<file path="src/include/fpu_consts.svh">
/*
 * fpu constants
 * binary32 field widths, exponent bias, working significand width,
 * canonical quiet NaN and the bit positions of the exception flags
 */
`ifndef FPU_CONSTS_SVH
`define FPU_CONSTS_SVH

// binary32 fields
`define FPU_EXP_W  8
`define FPU_MAN_W  23
`define FPU_BIAS   127

// carry, hidden, 23 fraction bits, guard, round, sticky
`define FPU_WORK_W 28

`define FPU_QNAN   32'h7FC00000

// flag bits, invalid down to inexact
`define FPU_FLAG_NV 4
`define FPU_FLAG_DZ 3
`define FPU_FLAG_OF 2
`define FPU_FLAG_UF 1
`define FPU_FLAG_NX 0

`endif

</file>
<file path="src/design/fpu_pkg.sv">
/*
 * fpu_pkg
 * opcode, rounding mode and outcome class types shared by the
 * three pipeline stages of the single precision FPU
 */
`default_nettype none

package fpu_pkg;

   // funct7 encodings, anything else is a no-op
   typedef enum logic [6:0] {
      OP_ADD = 7'b0100000,
      OP_SUB = 7'b0100100,
      OP_MUL = 7'b0000010
   } fpu_op_e;

   // frm encodings, 101 to 111 behave as RNE
   typedef enum logic [2:0] {
      RM_RNE = 3'b000,
      RM_RTZ = 3'b001,
      RM_RDN = 3'b010,
      RM_RUP = 3'b011,
      RM_RMM = 3'b100
   } round_mode_e;

   // outcome class of one operation
   // decided in decode, refined on cancellation in execute
   typedef enum logic [1:0] {
      CL_NORM = 2'd0,
      CL_ZERO = 2'd1,
      CL_INF  = 2'd2,
      CL_NAN  = 2'd3
   } fp_class_e;

endpackage

`default_nettype wire

</file>
<file path="src/design/fpu_stage_if.sv">
/*
 * fpu_stage_if
 * one operation in flight between two FPU pipeline stages
 */
`timescale 1ns/1ns
`default_nettype none
`include "fpu_consts.svh"

interface fpu_stage_if ();
   import fpu_pkg::*;

   fpu_op_e                op;
   round_mode_e            rm;
   fp_class_e              cls;
   // result sign, or sign of the larger operand for add and sub
   logic                   sign;
   // effective magnitude subtraction
   logic                   sub;
   // biased exponent, extra bits hold overflow and underflow
   logic signed [9:0]      exp;
   // larger significand or product bits
   logic [`FPU_WORK_W-1:0] man_a;
   // aligned smaller significand with sticky
   logic [`FPU_WORK_W-1:0] man_b;
   logic                   nv;

   modport source (output op, rm, cls, sign, sub, exp, man_a, man_b, nv);
   modport sink   (input  op, rm, cls, sign, sub, exp, man_a, man_b, nv);

endinterface

`default_nettype wire

</file>
<file path="src/design/fpu_decode.sv">
/*
 * fpu_decode
 * stage 1: unpack and classify operands, order and align for add/sub,
 * multiply significands for mul, register into the stage-1 interface
 */
`timescale 1ns/1ns
`default_nettype none
`include "fpu_consts.svh"

module fpu_decode (
   input  logic                 clk,
   input  logic                 nrst,
   input  logic [31:0]          a,
   input  logic [31:0]          b,
   input  fpu_pkg::fpu_op_e     funct7,
   input  fpu_pkg::round_mode_e frm,
   fpu_stage_if.source          s1
);
   import fpu_pkg::*;

   localparam logic signed [9:0] BIAS = `FPU_BIAS;

   // unpacked fields, subnormals read as zero
   logic                  sa;
   logic                  sb;
   logic                  sb_eff;
   logic [`FPU_EXP_W-1:0] ea;
   logic [`FPU_EXP_W-1:0] eb;
   logic [`FPU_MAN_W:0]   ma;
   logic [`FPU_MAN_W:0]   mb;
   logic                  a_zero;
   logic                  b_zero;
   logic                  a_inf;
   logic                  b_inf;
   logic                  a_nan;
   logic                  b_nan;

   // magnitude ordering and alignment
   logic                  a_big;
   logic                  sign_l;
   logic [`FPU_EXP_W-1:0] exp_l;
   logic [`FPU_EXP_W-1:0] exp_s;
   logic [`FPU_EXP_W-1:0] diff;
   logic [4:0]            dsh;
   logic [`FPU_MAN_W:0]   man_l;
   logic [`FPU_MAN_W:0]   man_s;
   logic [50:0]           shifted;
   logic [47:0]           prod;

   // next register values
   fp_class_e              n_cls;
   logic                   n_sign;
   logic                   n_sub;
   logic                   n_nv;
   logic signed [9:0]      n_exp;
   logic [`FPU_WORK_W-1:0] n_man_a;
   logic [`FPU_WORK_W-1:0] n_man_b;

   assign sa     = a[31];
   assign sb     = b[31];
   assign ea     = a[`FPU_MAN_W +: `FPU_EXP_W];
   assign eb     = b[`FPU_MAN_W +: `FPU_EXP_W];
   assign a_zero = (ea == '0);
   assign b_zero = (eb == '0);
   assign a_inf  = (ea == '1) && (a[`FPU_MAN_W-1:0] == '0);
   assign b_inf  = (eb == '1) && (b[`FPU_MAN_W-1:0] == '0);
   assign a_nan  = (ea == '1) && (a[`FPU_MAN_W-1:0] != '0);
   assign b_nan  = (eb == '1) && (b[`FPU_MAN_W-1:0] != '0);
   assign ma     = a_zero ? '0 : {1'b1, a[`FPU_MAN_W-1:0]};
   assign mb     = b_zero ? '0 : {1'b1, b[`FPU_MAN_W-1:0]};

   // subtraction is addition with b negated
   assign sb_eff = sb ^ (funct7 == OP_SUB);
   assign a_big  = {ea, ma} >= {eb, mb};
   assign sign_l = a_big ? sa : sb_eff;
   assign exp_l  = a_big ? ea : eb;
   assign exp_s  = a_big ? eb : ea;
   assign man_l  = a_big ? ma : mb;
   assign man_s  = a_big ? mb : ma;
   assign diff   = exp_l - exp_s;

   // past 26 places the whole smaller significand is sticky
   assign dsh     = (diff > 8'd26) ? 5'd26 : diff[4:0];
   assign shifted = {man_s, 27'd0} >> dsh;
   assign prod    = ma * mb;

   always_comb begin
      n_cls   = CL_ZERO;
      n_sign  = 1'b0;
      n_sub   = 1'b0;
      n_nv    = 1'b0;
      n_exp   = '0;
      n_man_a = '0;
      n_man_b = '0;
      case (funct7)
         OP_ADD, OP_SUB: begin
            n_sign  = sign_l;
            n_sub   = sa ^ sb_eff;
            n_exp   = $signed({2'b00, exp_l});
            n_man_a = {1'b0, man_l, 3'b000};
            // hidden..round from the shift, the rest folded into sticky
            n_man_b = {1'b0, shifted[50:25], (shifted[24:0] != '0)};
            if (a_nan || b_nan) begin
               n_cls = CL_NAN;
            end else if (a_inf && b_inf && (sa != sb_eff)) begin
               n_cls = CL_NAN;
               n_nv  = 1'b1;
            end else if (a_inf || b_inf) begin
               n_cls  = CL_INF;
               n_sign = a_inf ? sa : sb_eff;
            end else if (a_zero && b_zero) begin
               // opposite-signed zeros give +0, or -0 when rounding down
               n_cls  = CL_ZERO;
               n_sign = (sa == sb_eff) ? sa : (frm == RM_RDN);
            end else begin
               n_cls = CL_NORM;
            end
         end
         OP_MUL: begin
            n_sign  = sa ^ sb;
            n_exp   = $signed({2'b00, ea}) + $signed({2'b00, eb}) - BIAS;
            // carry, hidden, fraction, guard, round, then sticky
            n_man_a = {prod[47:21], (prod[20:0] != '0)};
            if (a_nan || b_nan) begin
               n_cls = CL_NAN;
            end else if ((a_zero && b_inf) || (a_inf && b_zero)) begin
               n_cls = CL_NAN;
               n_nv  = 1'b1;
            end else if (a_inf || b_inf) begin
               n_cls = CL_INF;
            end else if (a_zero || b_zero) begin
               n_cls = CL_ZERO;
            end else begin
               n_cls = CL_NORM;
            end
         end
         default: ;
      endcase
   end

   // control fields, no-op after reset
   always_ff @(posedge clk or negedge nrst) begin
      if (!nrst) begin
         s1.op  <= fpu_op_e'(7'd0);
         s1.rm  <= RM_RNE;
         s1.cls <= CL_ZERO;
         s1.nv  <= 1'b0;
         s1.sub <= 1'b0;
      end else begin
         s1.op  <= funct7;
         s1.rm  <= frm;
         s1.cls <= n_cls;
         s1.nv  <= n_nv;
         s1.sub <= n_sub;
      end
   end

   always_ff @(posedge clk) begin
      s1.sign  <= n_sign;
      s1.exp   <= n_exp;
      s1.man_a <= n_man_a;
      s1.man_b <= n_man_b;
   end

   // execute relies on a non-negative magnitude difference
   a_align_order: assert property (@(posedge clk) disable iff (!nrst)
      s1.sub |-> (s1.man_b <= s1.man_a));

endmodule

`default_nettype wire

</file>
<file path="src/design/fpu_execute.sv">
/*
 * fpu_execute
 * stage 2: add or subtract the aligned significands, or take the
 * product, normalize to the hidden bit and register into stage-2
 */
`timescale 1ns/1ns
`default_nettype none
`include "fpu_consts.svh"

module fpu_execute (
   input  logic      clk,
   input  logic      nrst,
   fpu_stage_if.sink   s1,
   fpu_stage_if.source s2
);
   import fpu_pkg::*;

   logic [`FPU_WORK_W-1:0] sum;
   logic [`FPU_WORK_W-1:0] norm;
   logic [4:0]             lz;
   logic signed [9:0]      n_exp;
   fp_class_e              n_cls;
   logic                   n_sign;

   // leading zeros below the carry bit, 27 for an all-zero input
   function automatic logic [4:0] lzc27(input logic [26:0] v);
      logic [4:0] n;
      logic       found;
      n     = 5'd0;
      found = 1'b0;
      for (int i = 26; i >= 0; i--) begin
         if (!found) begin
            if (v[i]) begin
               found = 1'b1;
            end else begin
               n = n + 5'd1;
            end
         end
      end
      return n;
   endfunction

   // man_b never exceeds man_a on subtraction, so no borrow out
   assign sum = s1.sub ? (s1.man_a - s1.man_b) : (s1.man_a + s1.man_b);
   assign lz  = lzc27(sum[26:0]);

   always_comb begin
      norm   = s1.man_a;
      n_exp  = s1.exp;
      n_cls  = s1.cls;
      n_sign = s1.sign;
      case (s1.op)
         OP_ADD, OP_SUB: begin
            if (sum[27]) begin
               // carry out, shift right keeping the dropped bit sticky
               norm  = {1'b0, sum[27:2], sum[1] | sum[0]};
               n_exp = s1.exp + 10'sd1;
            end else begin
               norm  = sum << lz;
               n_exp = s1.exp - $signed({5'b00000, lz});
            end
            // exact cancellation
            if ((s1.cls == CL_NORM) && (sum == '0)) begin
               n_cls  = CL_ZERO;
               n_sign = (s1.rm == RM_RDN);
            end
         end
         OP_MUL: begin
            // product in [1,4), at most one bit to the right
            if (s1.man_a[27]) begin
               norm  = {1'b0, s1.man_a[27:2], s1.man_a[1] | s1.man_a[0]};
               n_exp = s1.exp + 10'sd1;
            end
         end
         default: ;
      endcase
   end

   always_ff @(posedge clk or negedge nrst) begin
      if (!nrst) begin
         s2.op  <= fpu_op_e'(7'd0);
         s2.rm  <= RM_RNE;
         s2.cls <= CL_ZERO;
         s2.nv  <= 1'b0;
         s2.sub <= 1'b0;
      end else begin
         s2.op  <= s1.op;
         s2.rm  <= s1.rm;
         s2.cls <= n_cls;
         s2.nv  <= s1.nv;
         s2.sub <= s1.sub;
      end
   end

   // payload
   always_ff @(posedge clk) begin
      s2.sign  <= n_sign;
      s2.exp   <= n_exp;
      s2.man_a <= norm;
      s2.man_b <= s1.man_b;
   end

   // rounding in the result stage expects 01.xxx
   a_norm_hidden: assert property (@(posedge clk) disable iff (!nrst)
      (s2.cls == CL_NORM) |-> (s2.man_a[27:26] == 2'b01));

endmodule

`default_nettype wire

</file>
<file path="src/design/fpu_result.sv">
/*
 * fpu_result
 * stage 3: round by mode, handle overflow and underflow, encode the
 * special classes and assemble the five exception flags
 */
`timescale 1ns/1ns
`default_nettype none
`include "fpu_consts.svh"

module fpu_result (
   fpu_stage_if.sink   s2,
   output logic [31:0] result,
   output logic [4:0]  flags
);
   import fpu_pkg::*;

   logic                  lsb;
   logic                  g;
   logic                  r;
   logic                  s;
   logic                  lost;
   logic                  inc;
   logic                  carry;
   logic [24:0]           rounded;
   logic [`FPU_MAN_W-1:0] frac;
   logic signed [9:0]     exp_r;
   logic                  to_max;
   logic                  op_ok;

   always_comb begin
      lsb  = s2.man_a[3];
      g    = s2.man_a[2];
      r    = s2.man_a[1];
      s    = s2.man_a[0];
      lost = g | r | s;

      // increment decision per mode
      case (s2.rm)
         RM_RTZ:  inc = 1'b0;
         RM_RDN:  inc = s2.sign & lost;
         RM_RUP:  inc = ~s2.sign & lost;
         RM_RMM:  inc = g;
         default: inc = g & (r | s | lsb);
      endcase

      rounded = {1'b0, s2.man_a[26:3]} + {24'd0, inc};
      // a rounding carry leaves 1.000..0 and bumps the exponent
      carry   = rounded[24];
      frac    = carry ? rounded[23:1] : rounded[22:0];
      exp_r   = carry ? (s2.exp + 10'sd1) : s2.exp;

      // modes whose overflow saturates at the largest finite value
      case (s2.rm)
         RM_RTZ:  to_max = 1'b1;
         RM_RDN:  to_max = ~s2.sign;
         RM_RUP:  to_max = s2.sign;
         default: to_max = 1'b0;
      endcase
   end

   assign op_ok = (s2.op == OP_ADD) || (s2.op == OP_SUB) || (s2.op == OP_MUL);

   always_comb begin
      result = '0;
      flags  = '0;
      if (op_ok) begin
         case (s2.cls)
            CL_NAN: begin
               result              = `FPU_QNAN;
               flags[`FPU_FLAG_NV] = s2.nv;
            end
            CL_INF: begin
               result = {s2.sign, {`FPU_EXP_W{1'b1}}, {`FPU_MAN_W{1'b0}}};
            end
            CL_ZERO: begin
               result = {s2.sign, 31'd0};
            end
            default: begin
               if (s2.exp < 10'sd1) begin
                  // below the smallest normal flushes to signed zero
                  result              = {s2.sign, 31'd0};
                  flags[`FPU_FLAG_UF] = 1'b1;
                  flags[`FPU_FLAG_NX] = 1'b1;
               end else if (exp_r >= 10'sd255) begin
                  if (to_max) begin
                     result = {s2.sign, 8'hFE, {`FPU_MAN_W{1'b1}}};
                  end else begin
                     result = {s2.sign, {`FPU_EXP_W{1'b1}}, {`FPU_MAN_W{1'b0}}};
                  end
                  flags[`FPU_FLAG_OF] = 1'b1;
                  flags[`FPU_FLAG_NX] = 1'b1;
               end else begin
                  result              = {s2.sign, exp_r[7:0], frac};
                  flags[`FPU_FLAG_NX] = lost;
               end
            end
         endcase
      end
      // divide-by-zero never set without division
      flags[`FPU_FLAG_DZ] = 1'b0;
   end

   // invalid only ever arrives with the NaN class from upstream
   always_comb begin
      if (op_ok && s2.nv) begin
         a_nv_is_nan: assert final (s2.cls == CL_NAN);
      end
   end

endmodule

`default_nettype wire

</file>
<file path="src/design/fpu_top.sv">
/*
 * fpu_top
 * three-stage binary32 add/sub/mul unit, result and flags
 * two clock edges after the operands are sampled
 */
`timescale 1ns/1ns
`default_nettype none

module fpu_top (
   input  logic        clk,
   input  logic        nrst,
   input  logic [31:0] a,
   input  logic [31:0] b,
   input  logic [6:0]  funct7,
   input  logic [2:0]  frm,
   output logic [31:0] result,
   output logic [4:0]  flags
);
   import fpu_pkg::*;

   // decode -> execute, execute -> result
   fpu_stage_if s1_if ();
   fpu_stage_if s2_if ();

   fpu_decode decode_i (
      .clk    (clk),
      .nrst   (nrst),
      .a      (a),
      .b      (b),
      .funct7 (fpu_op_e'(funct7)),
      .frm    (round_mode_e'(frm)),
      .s1     (s1_if.source)
   );

   fpu_execute execute_i (
      .clk  (clk),
      .nrst (nrst),
      .s1   (s1_if.sink),
      .s2   (s2_if.source)
   );

   fpu_result result_i (
      .s2     (s2_if.sink),
      .result (result),
      .flags  (flags)
   );

endmodule

`default_nettype wire

</file>
<file path="config.mk">
export PLATFORM = sky130hd
export DESIGN_NAME = fpu_top
export DESIGN_NICKNAME = d
export VERILOG_FILES = /design/src/design/fpu_pkg.sv /design/src/design/fpu_stage_if.sv /design/src/design/fpu_decode.sv /design/src/design/fpu_execute.sv /design/src/design/fpu_result.sv /design/src/design/fpu_top.sv
export VERILOG_INCLUDE_DIRS = /design/src /design/src/include
export SDC_FILE = /design/constraint.sdc
export NUM_CORES = 2
export LEC_CHECK = 0
export ABC_AREA = 0
export BUFFER_PORTS_ARGS = -buffer_cell sky130_fd_sc_hd__buf_4
export CAP_MARGIN = 0
export CORE_ASPECT_RATIO = 1.5
export CORE_MARGIN = 3
export CORE_UTILIZATION = 45
export DETAILED_ROUTE_END_ITERATION = 8
export GPL_ROUTABILITY_DRIVEN = 0
export SYNTH_ARGS = -nofsm -noshare
export SYNTH_HDL_FRONTEND = slang
export SYNTH_SLANG_ARGS = --single-unit
</file>
<file path="constraint.sdc">
create_clock -name clk -period 43.3 [get_ports clk]
set_clock_uncertainty 0.05 [all_clocks]
set_input_delay 2.165 -clock clk [delete_from_list [all_inputs] [get_ports clk]]
set_output_delay 2.165 -clock clk [all_outputs]
set_load 0.03 [all_outputs]
</file>
==> metrics <==
placed cells 5,492; max_cap viols 0; FILL cells 7,848; ys async rst share 20.6%; Synth top area share 27.3%; Placeable Area 77,900 um2; Synth Cell Area 35,500 um2; Setup-failing EPs final 0; number of global-route vias before repair 32,900; Post-synth EDFFs 0; syn nets 5,396; Total Routing Usage GR 28.5%; most used cell, CP ha_1; drc violations 0; IO Pins 113; Synth Warn # 0; Port Buffers 111; Yosys reg bits 131; Final Cycle Share 45.7%; global route total overflow 0; Synth cell types 111; run status finished clean; Core Rows 125; clock latency on the worst-skew pair 0.44 ns; critical path startpoint category register; initial antenna violation count 2; Initial Utilization 45.6%; Clock Tree Buf Depth 2; type of the worst setup path register to register; CTS clk-pin slew, worst paths 0.06 ns; f_max 50.5 MHz; commonest cells after routing, fill and taps aside inv_1 (638), nand2_1 (595), fa_1 (485), nor2_1 (356), ha_1 (303); Non-Filler Instances 5,526; Vias per Instance 5.81; dominant synthesized flop cell dfxtp_1; Hold WS 0.319 ns; Sink Count 131; min Tclk post-route 19.79 ns; Post-DRT Antenna Nets 0; Final Hold Fails 0; CP required 43.62 ns; register area share after synthesis 7.76%; Die X 235 um; hpwl dp 96,800 um; first-pass GRT wire length 185,000 um; Final Core Density 48.6%; Worst Hold Class register to register; post-layout net count 5,359; share of cells above drive strength 1 6.17%; Tightest Pin Transition 1.17 ns; Die ar. 82,500 um2; vias post-DR 32,100; CP Max Fanout 25; H-tree depth 4; largest net degree at the start of global routing 61; routed wire length 118,000 um; CTS tree yes; Area Growth Syn to Fin 6.41%; largest cells by area after synthesis fa_1 (27%), ha_1 (11%), inv_1 (6.7%), nand2_1 (6.3%), dfxtp_1 (5.9%); largest area contributor in the netlist fa_1; DRT Pass-1 Iters 6; Synth Area per Inst 7.84 um2; CP arrival 20.11 ns; Die Ht 350 um; hold_buf cts 0; root buf cell clkbuf_16; CTS resizes 0; 1st-iter DRT viols 2,002; setup TNS 0 ns; Slew headroom 21.3%; RSZ-0062 raised after global routing no; Worst path slowest cell xor2_2; setup repair bufs after CTS 0; Final Slew Violations 0; routed len/inst 21.3 um; most common cell after layout, fill and taps aside inv_1; total CTS buffers 17; max incr delay on CP 0.70 ns; Mapped Cells 4,532; CP Capture Type register
final timing paths:
| path | from | endpoint | slack [ns] | depth (start not counted) |
|---|---|---|---|---|
| max reg2reg | decode_i.s1.man_b[1] | execute_i.s2.exp[9] | 23.51 | 91 |
| max in group asynchronous | nrst | decode_i.s1.cls[0] | 41.31 | 1 |
| min | decode_i.s1.op[4] | execute_i.s2.op[4] | 0.32 | 0 |
| max | decode_i.s1.man_b[1] | execute_i.s2.exp[9] | 23.51 | 91 |
| min reg2reg | decode_i.s1.op[4] | execute_i.s2.op[4] | 0.32 | 0 |
| min in group asynchronous | nrst | decode_i.s1.rm[1] | 1.58 | 1 |
per-stage QoR:
step / instance area [um2] / setup slack [ns]
2_1_floorplan: 35500 / 26.53
3_3_place_gp: 37200 / 24.04
3_5_place_dp: 37200 / 23.69
4_1_cts: 37800 / 23.65
5_1_grt: 37800 / 21.53
6_report: 37800 / 23.51
cell families after synthesis:
| family | after synthesis | share of synthesized area, % |
|---|---|---|
| AOI/OAI and AO/OA | 849 | 15.5 |
| xor gates and xnor gates | 198 | 5.30 |
| adders and majority gates | 793 | 38.1 |
| buffers and inverters | 870 | 9.29 |
| DFF | 131 | 7.76 |
| muxes | 93 | 2.68 |
| other | 1 | 0.0105 |
| and+or+nand+nor | 1597 | 21.3 |
per-layer routing:
layer	share of wire, %	global-route usage [%]	vias to the layer above
met1	36	30.9	15800
met4	7.2	17.4	2
met3	4.9	3.20	362
met2	52	53.0	1084
li1	-	-	14900
met5	0.011	0	-
state kept, by name (all words and copies together), names as in the netlist, 2 cells and up:
| name | cells |
|---|---|
| decode_i.s1.cls | 2 |
| decode_i.s1.exp | 10 |
| decode_i.s1.man_a | 28 |
| decode_i.s1.man_b | 27 |
| decode_i.s1.op | 7 |
| decode_i.s1.rm | 3 |
| execute_i.s2.cls | 2 |
| execute_i.s2.exp | 10 |
| execute_i.s2.man_a | 27 |
| execute_i.s2.op | 7 |
| execute_i.s2.rm | 3 |
area by class of cell:
class | count | area [um2] | share of cell area (%)
Antenna cell | 2 | 5.00 | 0.0132
Tap cell | 1016 | 1270 | 3.36
Sequential cell | 131 | 2760 | 7.30
Multi-Input combinational cell | 3531 | 29500 | 78.0
Clock inverter | 14 | 141 | 0.374
Clock buffer | 18 | 439 | 1.16
Inverter | 644 | 2420 | 6.39
Timing Repair Buffer | 170 | 1280 | 3.37
critical path, delay by kind of cell, from the launching register on:
kind / cells / cell delay [ns]
AO/OA/AOI/OAI: 26 / 4.91
XOR/XNOR: 5 / 1.37
adder cells (fa/ha/maj): 15 / 4.87
buffers and inverters: 4 / 0.84
flip-flops: 1 / 0.32
multiplexers: 2 / 0.40
AND/OR/NAND/NOR: 39 / 6.89
Yosys cell counts, drive strengths merged, types with 53 or more instances:
cell      n
a21oi   255
and2    221
and3     53
clkbuf  192
dfxtp   104
fa      485
ha      303
inv     641
mux2i    77
nand2   595
nand3    81
nor2    356
nor3     68
o21ai   185
xnor2   131
xor2     60
Power is left out: the tool's default activity adds up to more than one toggle a clock period on the data nets, which glitch-free logic cannot reach.
